## src/rtl/timer_pkg.sv

```systemverilog
package timer_pkg;

  // ########################################################################
  // Widths and sizes
  // ########################################################################

  localparam int DATA_W = 32;
  localparam int ADR_W  = 4;
  localparam int SEL_W  = 4;
  localparam int NUM_CH = 4;

  typedef logic [DATA_W-1:0] word_t;
  typedef logic [SEL_W-1:0]  sel_t;
  typedef logic [ADR_W-1:0]  adr_t;

  // Register map
  localparam adr_t ADR_CONTROL  = 4'h0;
  localparam adr_t ADR_STATUS   = 4'h1;
  localparam adr_t ADR_CMP_BASE = 4'h4;
  localparam adr_t ADR_CNT_BASE = 4'h8;
  localparam adr_t ADR_COUNTER  = 4'hC;

  typedef enum logic [1:0] {
    IDLE = 2'h0,
    BUSY = 2'h1,
    DONE = 2'h2
  } slave_state_t;

  // Merge write data into a word by byte lane
  function automatic word_t byte_write(input word_t old_val, input word_t new_val,
                                       input sel_t sel);
    word_t res;
    res = old_val;
    for (int b = 0; b < SEL_W; b++)
    begin
      if (sel[b])
        res[b*8 +: 8] = new_val[b*8 +: 8];
    end
    return res;
  endfunction

endpackage
```

## src/rtl/timer_reg_if.sv

```systemverilog
`timescale 1ns/10ps

interface timer_reg_if;

  import timer_pkg::*;

  // One register access, valid while acc_stb is high
  logic  acc_stb;
  logic  acc_we;
  sel_t  acc_sel;
  adr_t  acc_adr;
  word_t acc_wdata;
  // Combinational from acc_adr
  word_t acc_rdata;

  modport slave (
    output acc_stb,
    output acc_we,
    output acc_sel,
    output acc_adr,
    output acc_wdata,
    input  acc_rdata
  );

  modport regs (
    input  acc_stb,
    input  acc_we,
    input  acc_sel,
    input  acc_adr,
    input  acc_wdata,
    output acc_rdata
  );

endinterface

```

## src/rtl/timer_top.sv

```systemverilog
`timescale 1ns/10ps

module timer_top (
  input  logic                 clk_i,
  input  logic                 rst_i,
  input  logic                 cyc_i,
  input  logic                 stb_i,
  input  logic                 we_i,
  input  timer_pkg::sel_t      sel_i,
  input  timer_pkg::adr_t      adr_i,
  input  timer_pkg::word_t     dat_i,
  output timer_pkg::word_t     dat_o,
  output logic                 ack_o,
  output logic [3:0]           interrupt_o
);

  import timer_pkg::*;

  timer_reg_if acc_bus ();

  logic [NUM_CH-1:0] ch_enable;
  logic [NUM_CH-1:0] cmp_wr;
  logic [NUM_CH-1:0] cnt_wr;
  logic [NUM_CH-1:0] ch_match;
  word_t             counter;
  sel_t              wr_sel;
  word_t             wr_data;
  word_t             ch_compare [NUM_CH];
  word_t             ch_count [NUM_CH];

  timer_bus_slave u_slave (
    .clk_i (clk_i),
    .rst_i (rst_i),
    .cyc_i (cyc_i),
    .stb_i (stb_i),
    .we_i  (we_i),
    .sel_i (sel_i),
    .adr_i (adr_i),
    .dat_i (dat_i),
    .dat_o (dat_o),
    .ack_o (ack_o),
    .acc   (acc_bus.slave)
  );

  timer_regs u_regs (
    .clk_i        (clk_i),
    .rst_i        (rst_i),
    .acc          (acc_bus.regs),
    .ch_enable_o  (ch_enable),
    .counter_o    (counter),
    .cmp_wr_o     (cmp_wr),
    .cnt_wr_o     (cnt_wr),
    .wr_sel_o     (wr_sel),
    .wr_data_o    (wr_data),
    .ch_compare_i (ch_compare),
    .ch_count_i   (ch_count),
    .ch_match_i   (ch_match),
    .interrupt_o  (interrupt_o)
  );

  for (genvar g = 0; g < NUM_CH; g++)
  begin : gen_ch
    timer_channel u_chan (
      .clk_i     (clk_i),
      .rst_i     (rst_i),
      .enable_i  (ch_enable[g]),
      .cmp_wr_i  (cmp_wr[g]),
      .cnt_wr_i  (cnt_wr[g]),
      .sel_i     (wr_sel),
      .wdata_i   (wr_data),
      .counter_i (counter),
      .compare_o (ch_compare[g]),
      .count_o   (ch_count[g]),
      .match_o   (ch_match[g])
    );
  end

endmodule

```

## src/rtl/timer_channel.sv

```systemverilog
`timescale 1ns/10ps

module timer_channel (
  input  logic             clk_i,
  input  logic             rst_i,
  input  logic             enable_i,
  input  logic             cmp_wr_i,
  input  logic             cnt_wr_i,
  input  timer_pkg::sel_t  sel_i,
  input  timer_pkg::word_t wdata_i,
  input  timer_pkg::word_t counter_i,
  output timer_pkg::word_t compare_o,
  output timer_pkg::word_t count_o,
  output logic             match_o
);

  import timer_pkg::*;

  word_t compare_q;
  word_t count_q;

  // High for the single cycle where the counter hits compare
  assign match_o = enable_i && (counter_i == compare_q);

  always_ff @(posedge clk_i, posedge rst_i)
  begin
    if (rst_i)
    begin
      compare_q <= '0;
      count_q   <= '0;
    end
    else
    begin
      if (cmp_wr_i)
        compare_q <= byte_write(compare_q, wdata_i, sel_i);

      // Event increment beats a software write
      if (match_o)
        count_q <= count_q + word_t'(1);
      else if (cnt_wr_i)
        count_q <= byte_write(count_q, wdata_i, sel_i);
    end
  end

  assign compare_o = compare_q;
  assign count_o   = count_q;

endmodule

```

## src/rtl/timer_regs.sv

```systemverilog
`timescale 1ns/10ps

module timer_regs (
  input  logic                                clk_i,
  input  logic                                rst_i,
  timer_reg_if.regs                           acc,
  output logic [timer_pkg::NUM_CH-1:0]        ch_enable_o,
  output timer_pkg::word_t                    counter_o,
  output logic [timer_pkg::NUM_CH-1:0]        cmp_wr_o,
  output logic [timer_pkg::NUM_CH-1:0]        cnt_wr_o,
  output timer_pkg::sel_t                     wr_sel_o,
  output timer_pkg::word_t                    wr_data_o,
  input  timer_pkg::word_t                    ch_compare_i [timer_pkg::NUM_CH],
  input  timer_pkg::word_t                    ch_count_i [timer_pkg::NUM_CH],
  input  logic [timer_pkg::NUM_CH-1:0]        ch_match_i,
  output logic [timer_pkg::NUM_CH-1:0]        interrupt_o
);

  import timer_pkg::*;

  word_t      control_q;
  word_t      status_q;
  word_t      status_d;
  word_t      counter_q;
  word_t      rdata;
  logic       wr_en;
  logic [1:0] ch_idx;

  assign wr_en  = acc.acc_stb && acc.acc_we;
  assign ch_idx = acc.acc_adr[1:0];

  // ########################################################################
  // Control, status and free counter
  // ########################################################################

  // Match pulses win over a clearing write
  always_comb
  begin
    status_d = status_q;
    if (wr_en && (acc.acc_adr == ADR_STATUS))
      status_d = byte_write(status_q, acc.acc_wdata, acc.acc_sel);
    status_d[NUM_CH-1:0] = status_d[NUM_CH-1:0] | ch_match_i;
  end

  always_ff @(posedge clk_i, posedge rst_i)
  begin
    if (rst_i)
    begin
      control_q <= '0;
      status_q  <= '0;
      counter_q <= '0;
    end
    else
    begin
      if (wr_en && (acc.acc_adr == ADR_CONTROL))
        control_q <= byte_write(control_q, acc.acc_wdata, acc.acc_sel);
      status_q  <= status_d;
      counter_q <= counter_q + word_t'(1);
    end
  end

  // ########################################################################
  // Channel write strobes
  // ########################################################################

  always_comb
  begin
    for (int i = 0; i < NUM_CH; i++)
    begin
      cmp_wr_o[i] = wr_en && (acc.acc_adr[3:2] == ADR_CMP_BASE[3:2]) && (ch_idx == 2'(i));
      cnt_wr_o[i] = wr_en && (acc.acc_adr[3:2] == ADR_CNT_BASE[3:2]) && (ch_idx == 2'(i));
    end
  end

  assign ch_enable_o = control_q[NUM_CH-1:0];
  assign counter_o   = counter_q;
  assign wr_sel_o    = acc.acc_sel;
  assign wr_data_o   = acc.acc_wdata;

  // ########################################################################
  // Read mux
  // ########################################################################

  always_comb
  begin
    case (acc.acc_adr)
      ADR_CONTROL: rdata = control_q;
      ADR_STATUS:  rdata = status_q;
      ADR_COUNTER: rdata = counter_q;
      default:
      begin
        if (acc.acc_adr[3:2] == ADR_CMP_BASE[3:2])
          rdata = ch_compare_i[ch_idx];
        else if (acc.acc_adr[3:2] == ADR_CNT_BASE[3:2])
          rdata = ch_count_i[ch_idx];
        else
          rdata = '0;
      end
    endcase
  end

  assign acc.acc_rdata = rdata;

  // Vector runs backwards with channel 0 on bit 3
  always_comb
  begin
    for (int i = 0; i < NUM_CH; i++)
      interrupt_o[NUM_CH-1-i] = status_q[i] & control_q[NUM_CH+i];
  end

endmodule

```

## src/rtl/timer_bus_slave.sv

```systemverilog
`timescale 1ns/10ps

module timer_bus_slave (
  input  logic             clk_i,
  input  logic             rst_i,
  input  logic             cyc_i,
  input  logic             stb_i,
  input  logic             we_i,
  input  timer_pkg::sel_t  sel_i,
  input  timer_pkg::adr_t  adr_i,
  input  timer_pkg::word_t dat_i,
  output timer_pkg::word_t dat_o,
  output logic             ack_o,
  timer_reg_if.slave       acc
);

  import timer_pkg::*;

  slave_state_t state_q;
  slave_state_t state_d;
  word_t        rdata_q;

  // ########################################################################
  // Access sequencer
  // ########################################################################

  always_comb
  begin
    state_d = state_q;
    case (state_q)
      IDLE:
      begin
        if (cyc_i && stb_i)
          state_d = BUSY;
      end
      BUSY:    state_d = DONE;
      DONE:    state_d = IDLE;
      default: state_d = IDLE;
    endcase
  end

  always_ff @(posedge clk_i, posedge rst_i)
  begin
    if (rst_i)
    begin
      state_q <= IDLE;
      rdata_q <= '0;
    end
    else
    begin
      state_q <= state_d;
      // Read data held until the next read
      if (acc.acc_stb && !acc.acc_we)
        rdata_q <= acc.acc_rdata;
    end
  end

  // Master holds the request steady until ack
  assign acc.acc_stb   = (state_q == BUSY);
  assign acc.acc_we    = we_i;
  assign acc.acc_sel   = sel_i;
  assign acc.acc_adr   = adr_i;
  assign acc.acc_wdata = dat_i;

  assign dat_o = rdata_q;
  assign ack_o = (state_q == DONE);

endmodule

```

## config.mk

```make
export PLATFORM = sky130hd
export DESIGN_NAME = timer_top
export DESIGN_NICKNAME = d
export VERILOG_FILES = /design/src/rtl/timer_pkg.sv /design/src/rtl/timer_reg_if.sv /design/src/rtl/timer_top.sv /design/src/rtl/timer_channel.sv /design/src/rtl/timer_regs.sv /design/src/rtl/timer_bus_slave.sv
export SDC_FILE = /design/constraint.sdc
export NUM_CORES = 1
export LEC_CHECK = 0
export ABC_AREA = 1
export BUFFER_PORTS_ARGS = -buffer_cell sky130_fd_sc_hd__buf_4
export CORE_ASPECT_RATIO = 1.25
export CORE_MARGIN = 4
export CORE_UTILIZATION = 46
export CTS_BUF_LIST = sky130_fd_sc_hd__clkbuf_2 sky130_fd_sc_hd__clkbuf_4 sky130_fd_sc_hd__clkbuf_8
export DETAILED_ROUTE_END_ITERATION = 8
export SYNTH_ARGS = -nofsm -noshare
export SYNTH_HDL_FRONTEND = slang
export SYNTH_HIERARCHICAL = 1
export SYNTH_SLANG_ARGS = --single-unit
```

## constraint.sdc

```tcl
create_clock -name clk_i -period 8.44 [get_ports clk_i]
set_clock_uncertainty 0.05 [all_clocks]
set_input_delay 1.688 -clock clk_i [delete_from_list [all_inputs] [get_ports clk_i]]
set_output_delay 1.688 -clock clk_i [all_outputs]
set_load 0.05 [all_outputs]
```

==> results of run 1 <==
## cell type report
type | instances | area share, %
Antenna cell | 4 | 0.03253
Tap cell | 832 | 3.383
Clock inverter | 26 | 0.8131
Sequential cell | 386 | 31.39
Timing Repair Buffer | 98 | 2.391
Inverter | 479 | 5.859
Multi-Input combinational cell | 3578 | 51.54
Clock buffer | 110 | 4.594
## per-layer routing
metal	up-vias	track usage, %	wire (um)
li1	14220	-	-
met1	13930	44.68	48190
met2	1503	60.60	58790
met3	508	6.176	9873
met4	2	32.53	13440
met5	-	0	13
## worst register-to-register path: cells and delay by family, from the launching register on
kind	cells	cell delay (ps)
flops	1	960
buf+inv	1	110
simple gates	8	2420
## power groups by stage
stage	logic, mW	registers [mW]	clock network [mW]
after floorplan	0.428	2.17	0
after global placement	0.728	2.17	0
after detailed placement	0.732	2.17	0
after CTS	0.734	2.14	2.19
after global routing	0.802	2.15	2.27
final	0.750	2.14	2.17
## worst paths after layout
path,from,cells past startpoint,to
max,adr_i[0],10,gen_ch[3].u_chan/count_o[23]$_DFFE_PP0P_
min in group asynchronous,rst_i,2,u_regs/status_q[2]$_DFF_PP0_
max in group asynchronous,rst_i,3,u_regs/counter_o[24]$_DFF_PP0_
min,u_regs/control_q[15]$_DFFE_PP0P_,2,u_regs/control_q[15]$_DFFE_PP0P_
min reg2reg,u_regs/control_q[15]$_DFFE_PP0P_,2,u_regs/control_q[15]$_DFFE_PP0P_
max reg2reg,u_regs/counter_o[14]$_DFF_PP0_,9,gen_ch[3].u_chan/count_o[13]$_DFFE_PP0P_
## per-stage QoR
step,cells,hold slack [ps],power [mW]
6_report,5513,434.6,5.057
5_1_grt,5511,454.7,5.221
4_1_cts,5509,434.3,5.064
3_5_place_dp,5373,417.9,2.900
3_3_place_gp,5373,416.7,2.898
2_1_floorplan,4672,405.3,2.597
## cells by family (layout without fill, tap and decap cells)
family	Yosys count	count (layout)	synth area share [%]
buffers and inverters	708	713	11.58
multiplexers	28	28	1.093
AO/OA/AOI/OAI	187	187	3.555
flip-flops	386	386	33.47
other	0	4	0
AND/OR/NAND/NOR	3231	3231	46.23
adder cells (fa/ha/maj)	5	5	0.2168
XOR/XNOR	127	127	3.855
## sequential cells by signal, indices dropped and copies added, names as in the netlist
| name | count |
|---|---|
| u_regs/control_q | 32 |
| u_slave/state_q | 2 |
| gen_ch.u_chan/count_o | 128 |
| gen_ch.u_chan/compare_o | 128 |
| u_regs/counter_o | 32 |
| u_slave/dat_o | 32 |
| u_regs/status_q | 32 |
## cell usage in the layout, fill, tap and decap left out, types with 57 or more instances in the layout
master	netlist	final
xor2_1	57	57
clkbuf_8	0	94
nand4_1	76	76
inv_1	458	453
buf_4	84	98
a21oi_1	96	96
nand3_1	424	424
xnor2_1	70	70
nand2_1	2173	2173
dfrtp_1	386	386
nor2_1	450	448
==> results.cfg, run 1 <==
[sta]
rsz0062_at_grt = no
slew_headroom_pct = 29.37
setup_ws_ps = 4380
post-route-min-period_ps = 4060
slew_viol_final = 0
finalHoldViolCount = 0
setup_viol = 0
fmax_ghz = 0.2463
fin_crit_sh_pct = 48.11
worstMarginPinSlew_ps = 1057
tns_ps = 0

[logic_synthesis]
synth_nets = 4722
avgSynthCellArea_um2 = 6.176
synth-edff-count = 0
synth_common_cells = nand2_1, inv_1, nor2_1, nand3_1, dfrtp_1
synth_cell_types = 32
synthFlopType = dfrtp_1
synth_area_leaders = dfrtp_1, nand2_1, nand3_1
synth_top_cell_by_area = dfrtp_1
synth_area_um2 = 28860
netlist_instances = 4672
async_reset_ff_share_pct = 100.0
yosys_warnings = 6
yosysMostFrequentCell = nand2_1
synth_top_area_share_pct = 33.47
yosysSeqAreaShare_pct = 33.47
synth_seq_cells = 386

[clocking]
path_clk_slew_ps = 60
ctsHoldBuffers = 0
clock-root-buffer = clkbuf_8
numCtsBuffers = 74
htreeDepth = 3
clk-insertion-delay-late_ps = 700
clock-sinks = 386
cts_tree = built
cts_setup_buffers = 0
cts_resized = 0
ctsLongestPathBuffers = 3

[pwr]
p_switching_mw = 1.679
cellPowerDensity_nw_per_um2 = 164.3
seq_power_share_pct = 42.3
internal-power_mw = 3.378
p_leak_nw = 16.31
worst_ir_drop_vdd_uv = 118.6
p_clk_share_pct = 42.8
pwr-share-comb_pct = 14.8
swShare_pct = 33.20

[setup_path]
critical_path.cell_chain = buf_4 -> buf_4 -> nand2_1 -> nor2_1 -> nand2_1 -> inv_1 -> nand2_1 -> nand2_1 -> nand2_1 -> nand2_1
critPathRequiredTime_ps = 9020
critPathTopFamily = buffers and inverters
path_buf_inv = 3
critPathKind = in -> reg
crit_fanout = 68
critPathLaunchType = input port
endpoint_kind = flip-flop
cp_slowest_cell = buf_4
critPathArrivalTime_ps = 4640
rrSetupSlack_ps = 4770
crit_top_cell = nand2_1
slowest_delay_ps = 720

[drt]
wl_mm = 130.3
postRouteAntennaNets = 0
via_count = 30170
dr.pass1.iters = 8
vias_per_cell = 5.472
drc = 0
drt_iter0_drc = 3310
wire_per_inst_um = 23.64

[final_layout]
drive_above_1_share_pct = 8.146
areaGrowthSynthToFinish_pct = 6.647
utilization_pct = 49.62
fin_area_um2 = 30770
nFillCells = 6721
seq_area_um2 = 9659
multi_input_area_um2 = 15860
final_net_count = 4667

[global_route]
antenna_found_initial = 8
grt_pass1_vias = 28080
grt_max_degree = 69
overflow = 0
grt_util_all_layers_pct = 38.08
grt_pass1_wl_mm = 186.5

[floorplanning]
die-area_um2 = 66830
rows = 102
initial_core_util_pct = 46.52
fp.dieW_um = 232.0
io_pins = 82
coreArea_um2 = 62020
die_y_um = 288.0

[placed_design]
place_ws_ps = 3812
gp_congestion = 1.031
hpwl_mm = 92.79
port_buffers = 81
postPlaceCellArea_um2 = 29100

[outcome]
status = finished clean

[flow_run]
maxCapViolations = 0

[worst_hold_path]
hp-class = reg -> reg
Power figures use the tool's default switching activity.
==> run 2, diff against run 1 <==
clock period = 3.5 ns   (was 8.44 ns; I/O delays follow)
==> run 2 against run 1 <==
  * Via count is 0.54% higher
  * Highest routed layer unchanged
  * Critical path depth shrank 1
  * Sequential cell count unchanged
==> results.cfg, run 2 (synthesis gave the netlist of run 1 again) <==
[drt]
postRouteAntennaNets = 0
via_count = 30330
wire_per_inst_um = 23.30
drc = 0
dr.pass1.iters = 6
vias_per_cell = 5.482
wl_mm = 128.9
drt_iter0_drc = 3472

[pwr]
internal-power_mw = 8.206
p_clk_share_pct = 42.4
cellPowerDensity_nw_per_um2 = 389.8
seq_power_share_pct = 42.4
p_total_mw = 12.09
swShare_pct = 32.10
pwr-share-comb_pct = 15.2
p_leak_nw = 16.47
p_switching_mw = 3.880
worst_ir_drop_vdd_uv = 360.1

[flow_run]
maxCapViolations = 0

[setup_path]
cp_slowest_cell = dfrtp_1
critPathRequiredTime_ps = 3980
crit_fanout = 62
slowest_delay_ps = 1010
critPathKind = reg -> reg
rrSetupSlack_ps = 560
critPathLaunchType = flip-flop
path_buf_inv = 1
reg2reg_from = u_regs/counter_o[5]$_DFF_PP0_
r2r-end = gen_ch[0].u_chan/count_o[29]$_DFFE_PP0P_
cp_num_cells = 9
critical_path.cell_chain = inv_2 -> nand2_1 -> nand2_1 -> nor2_1 -> nand3_1 -> nor2_4 -> nand3_4 -> nand3_1 -> nand2_1
critPathArrivalTime_ps = 3420
endpoint_kind = flip-flop
rr_worst_depth = 9
critPathTopFamily = simple AND/OR/NAND/NOR gates
setup.worst_path.start = u_regs/counter_o[5]$_DFF_PP0_
crit_top_cell = nand2_1

[clocking]
ctsHoldBuffers = 0
path_clk_slew_ps = 50
cts_tree = built
clock-root-buffer = clkbuf_8
cts_setup_buffers = 0
htreeDepth = 3
cts_resized = 0
ctsLongestPathBuffers = 3
numCtsBuffers = 74
clock-sinks = 386
clk-insertion-delay-late_ps = 680

[sta]
fmax_ghz = 0.3406
fin_hold_ws_ps = 131.5
setup_viol = 0
slew_headroom_pct = 32.15
finalHoldViolCount = 0
worstMarginPinSlew_ps = 1018
post-route-min-period_ps = 2936
slew_viol_final = 0
rsz0062_at_grt = no
fin_crit_sh_pct = 83.88
tns_ps = 0

[global_route]
overflow = 0
grt_util_all_layers_pct = 37.74
grt_pass1_wl_mm = 185.1
grt_pass1_vias = 28280
grt_max_degree = 65
antenna_found_initial = 6

[worst_hold_path]
hp-class = in -> async

[placed_design]
port_buffers = 81
gp_congestion = 1.033
hpwl_mm = 93.20

[floorplanning]
die_y_um = 288.0
initial_core_util_pct = 46.52
io_pins = 82
rows = 102
die-area_um2 = 66830
coreArea_um2 = 62020
fp.dieW_um = 232.0

[final_layout]
final_cell_mix = nand2_1, inv_1, nor2_1
final_net_count = 4703
drive_above_1_share_pct = 8.557
final_common_cell = nand2_1
areaGrowthSynthToFinish_pct = 7.436

[outcome]
status = finished clean
[run 2: cell types whose count changed in the layout (fill, tap and decap cells not counted), sizes merged]
cell	before	now
buf	98	134
bufinv	4	5
clkbuf	110	108
clkinv	16	7
clkinvlp	5	1
diode	4	2
inv	480	479
[run 2: worst reg2reg max path, delay by kind of cell (launching register included)]
| family | cells | cell delay, ps |
|---|---|---|
| buffers and inverters | 1 | 40 |
| flip-flops | 1 | 1010 |
| AND/OR/NAND/NOR | 8 | 1710 |
[run 2: area by class of cell]
type,count,area [um^2]
tap,832,1041
inverter,479,1803
fill,6791,31020
clock buffer,108,1418
multi-input combinational,3578,15860
antenna,2,5.005
sequential,386,9659
clock inverter,13,196.4
timing repair buffer,134,1018
[run 2: worst max path at each step]
stage	endpoint
2_1_floorplan	u_regs/control_q[0]$_DFFE_PP0P_
3_3_place_gp	gen_ch[0].u_chan/count_o[14]$_DFFE_PP0P_
3_5_place_dp	gen_ch[0].u_chan/count_o[9]$_DFFE_PP0P_
4_1_cts	gen_ch[0].u_chan/count_o[29]$_DFFE_PP0P_
5_1_grt	gen_ch[1].u_chan/count_o[18]$_DFFE_PP0P_
6_report	gen_ch[0].u_chan/count_o[29]$_DFFE_PP0P_
[run 2: through the flow]
| stage | cells | setup WS, ps | util (%) | instance area [um^2] |
|---|---|---|---|---|
| after CTS | 5530 | 686.2 | 49.98 | 31000 |
| after detailed placement | 5409 | 556.1 | 47.37 | 29380 |
| after global routing | 5532 | 445.9 | 49.98 | 31000 |
| final | 5532 | 564.2 | 49.98 | 31000 |
| after floorplan | 4672 | 244.6 | - | 28860 |
| after global placement | 5409 | 596.1 | 47.37 | 29380 |
[run 2: routing by layer]
metal | up-vias | track usage [%] | share of wire (%)
met2 | 1541 | 60.27 | 45
met5 | - | 0 | 0.021
met3 | 468 | 6.651 | 8.5
met1 | 14050 | 45.41 | 37
li1 | 14270 | - | -
met4 | 4 | 28.29 | 9.2
[run 2: power groups by stage]
| stage | clock network, mW | registers (mW) | logic (mW) |
|---|---|---|---|
| after global routing | 5.36 | 5.15 | 1.97 |
| after detailed placement | 0 | 5.19 | 1.80 |
| after CTS | 5.18 | 5.12 | 1.80 |
| after global placement | 0 | 5.19 | 1.79 |
| after floorplan | 0 | 5.23 | 1.03 |
| final | 5.12 | 5.12 | 1.84 |
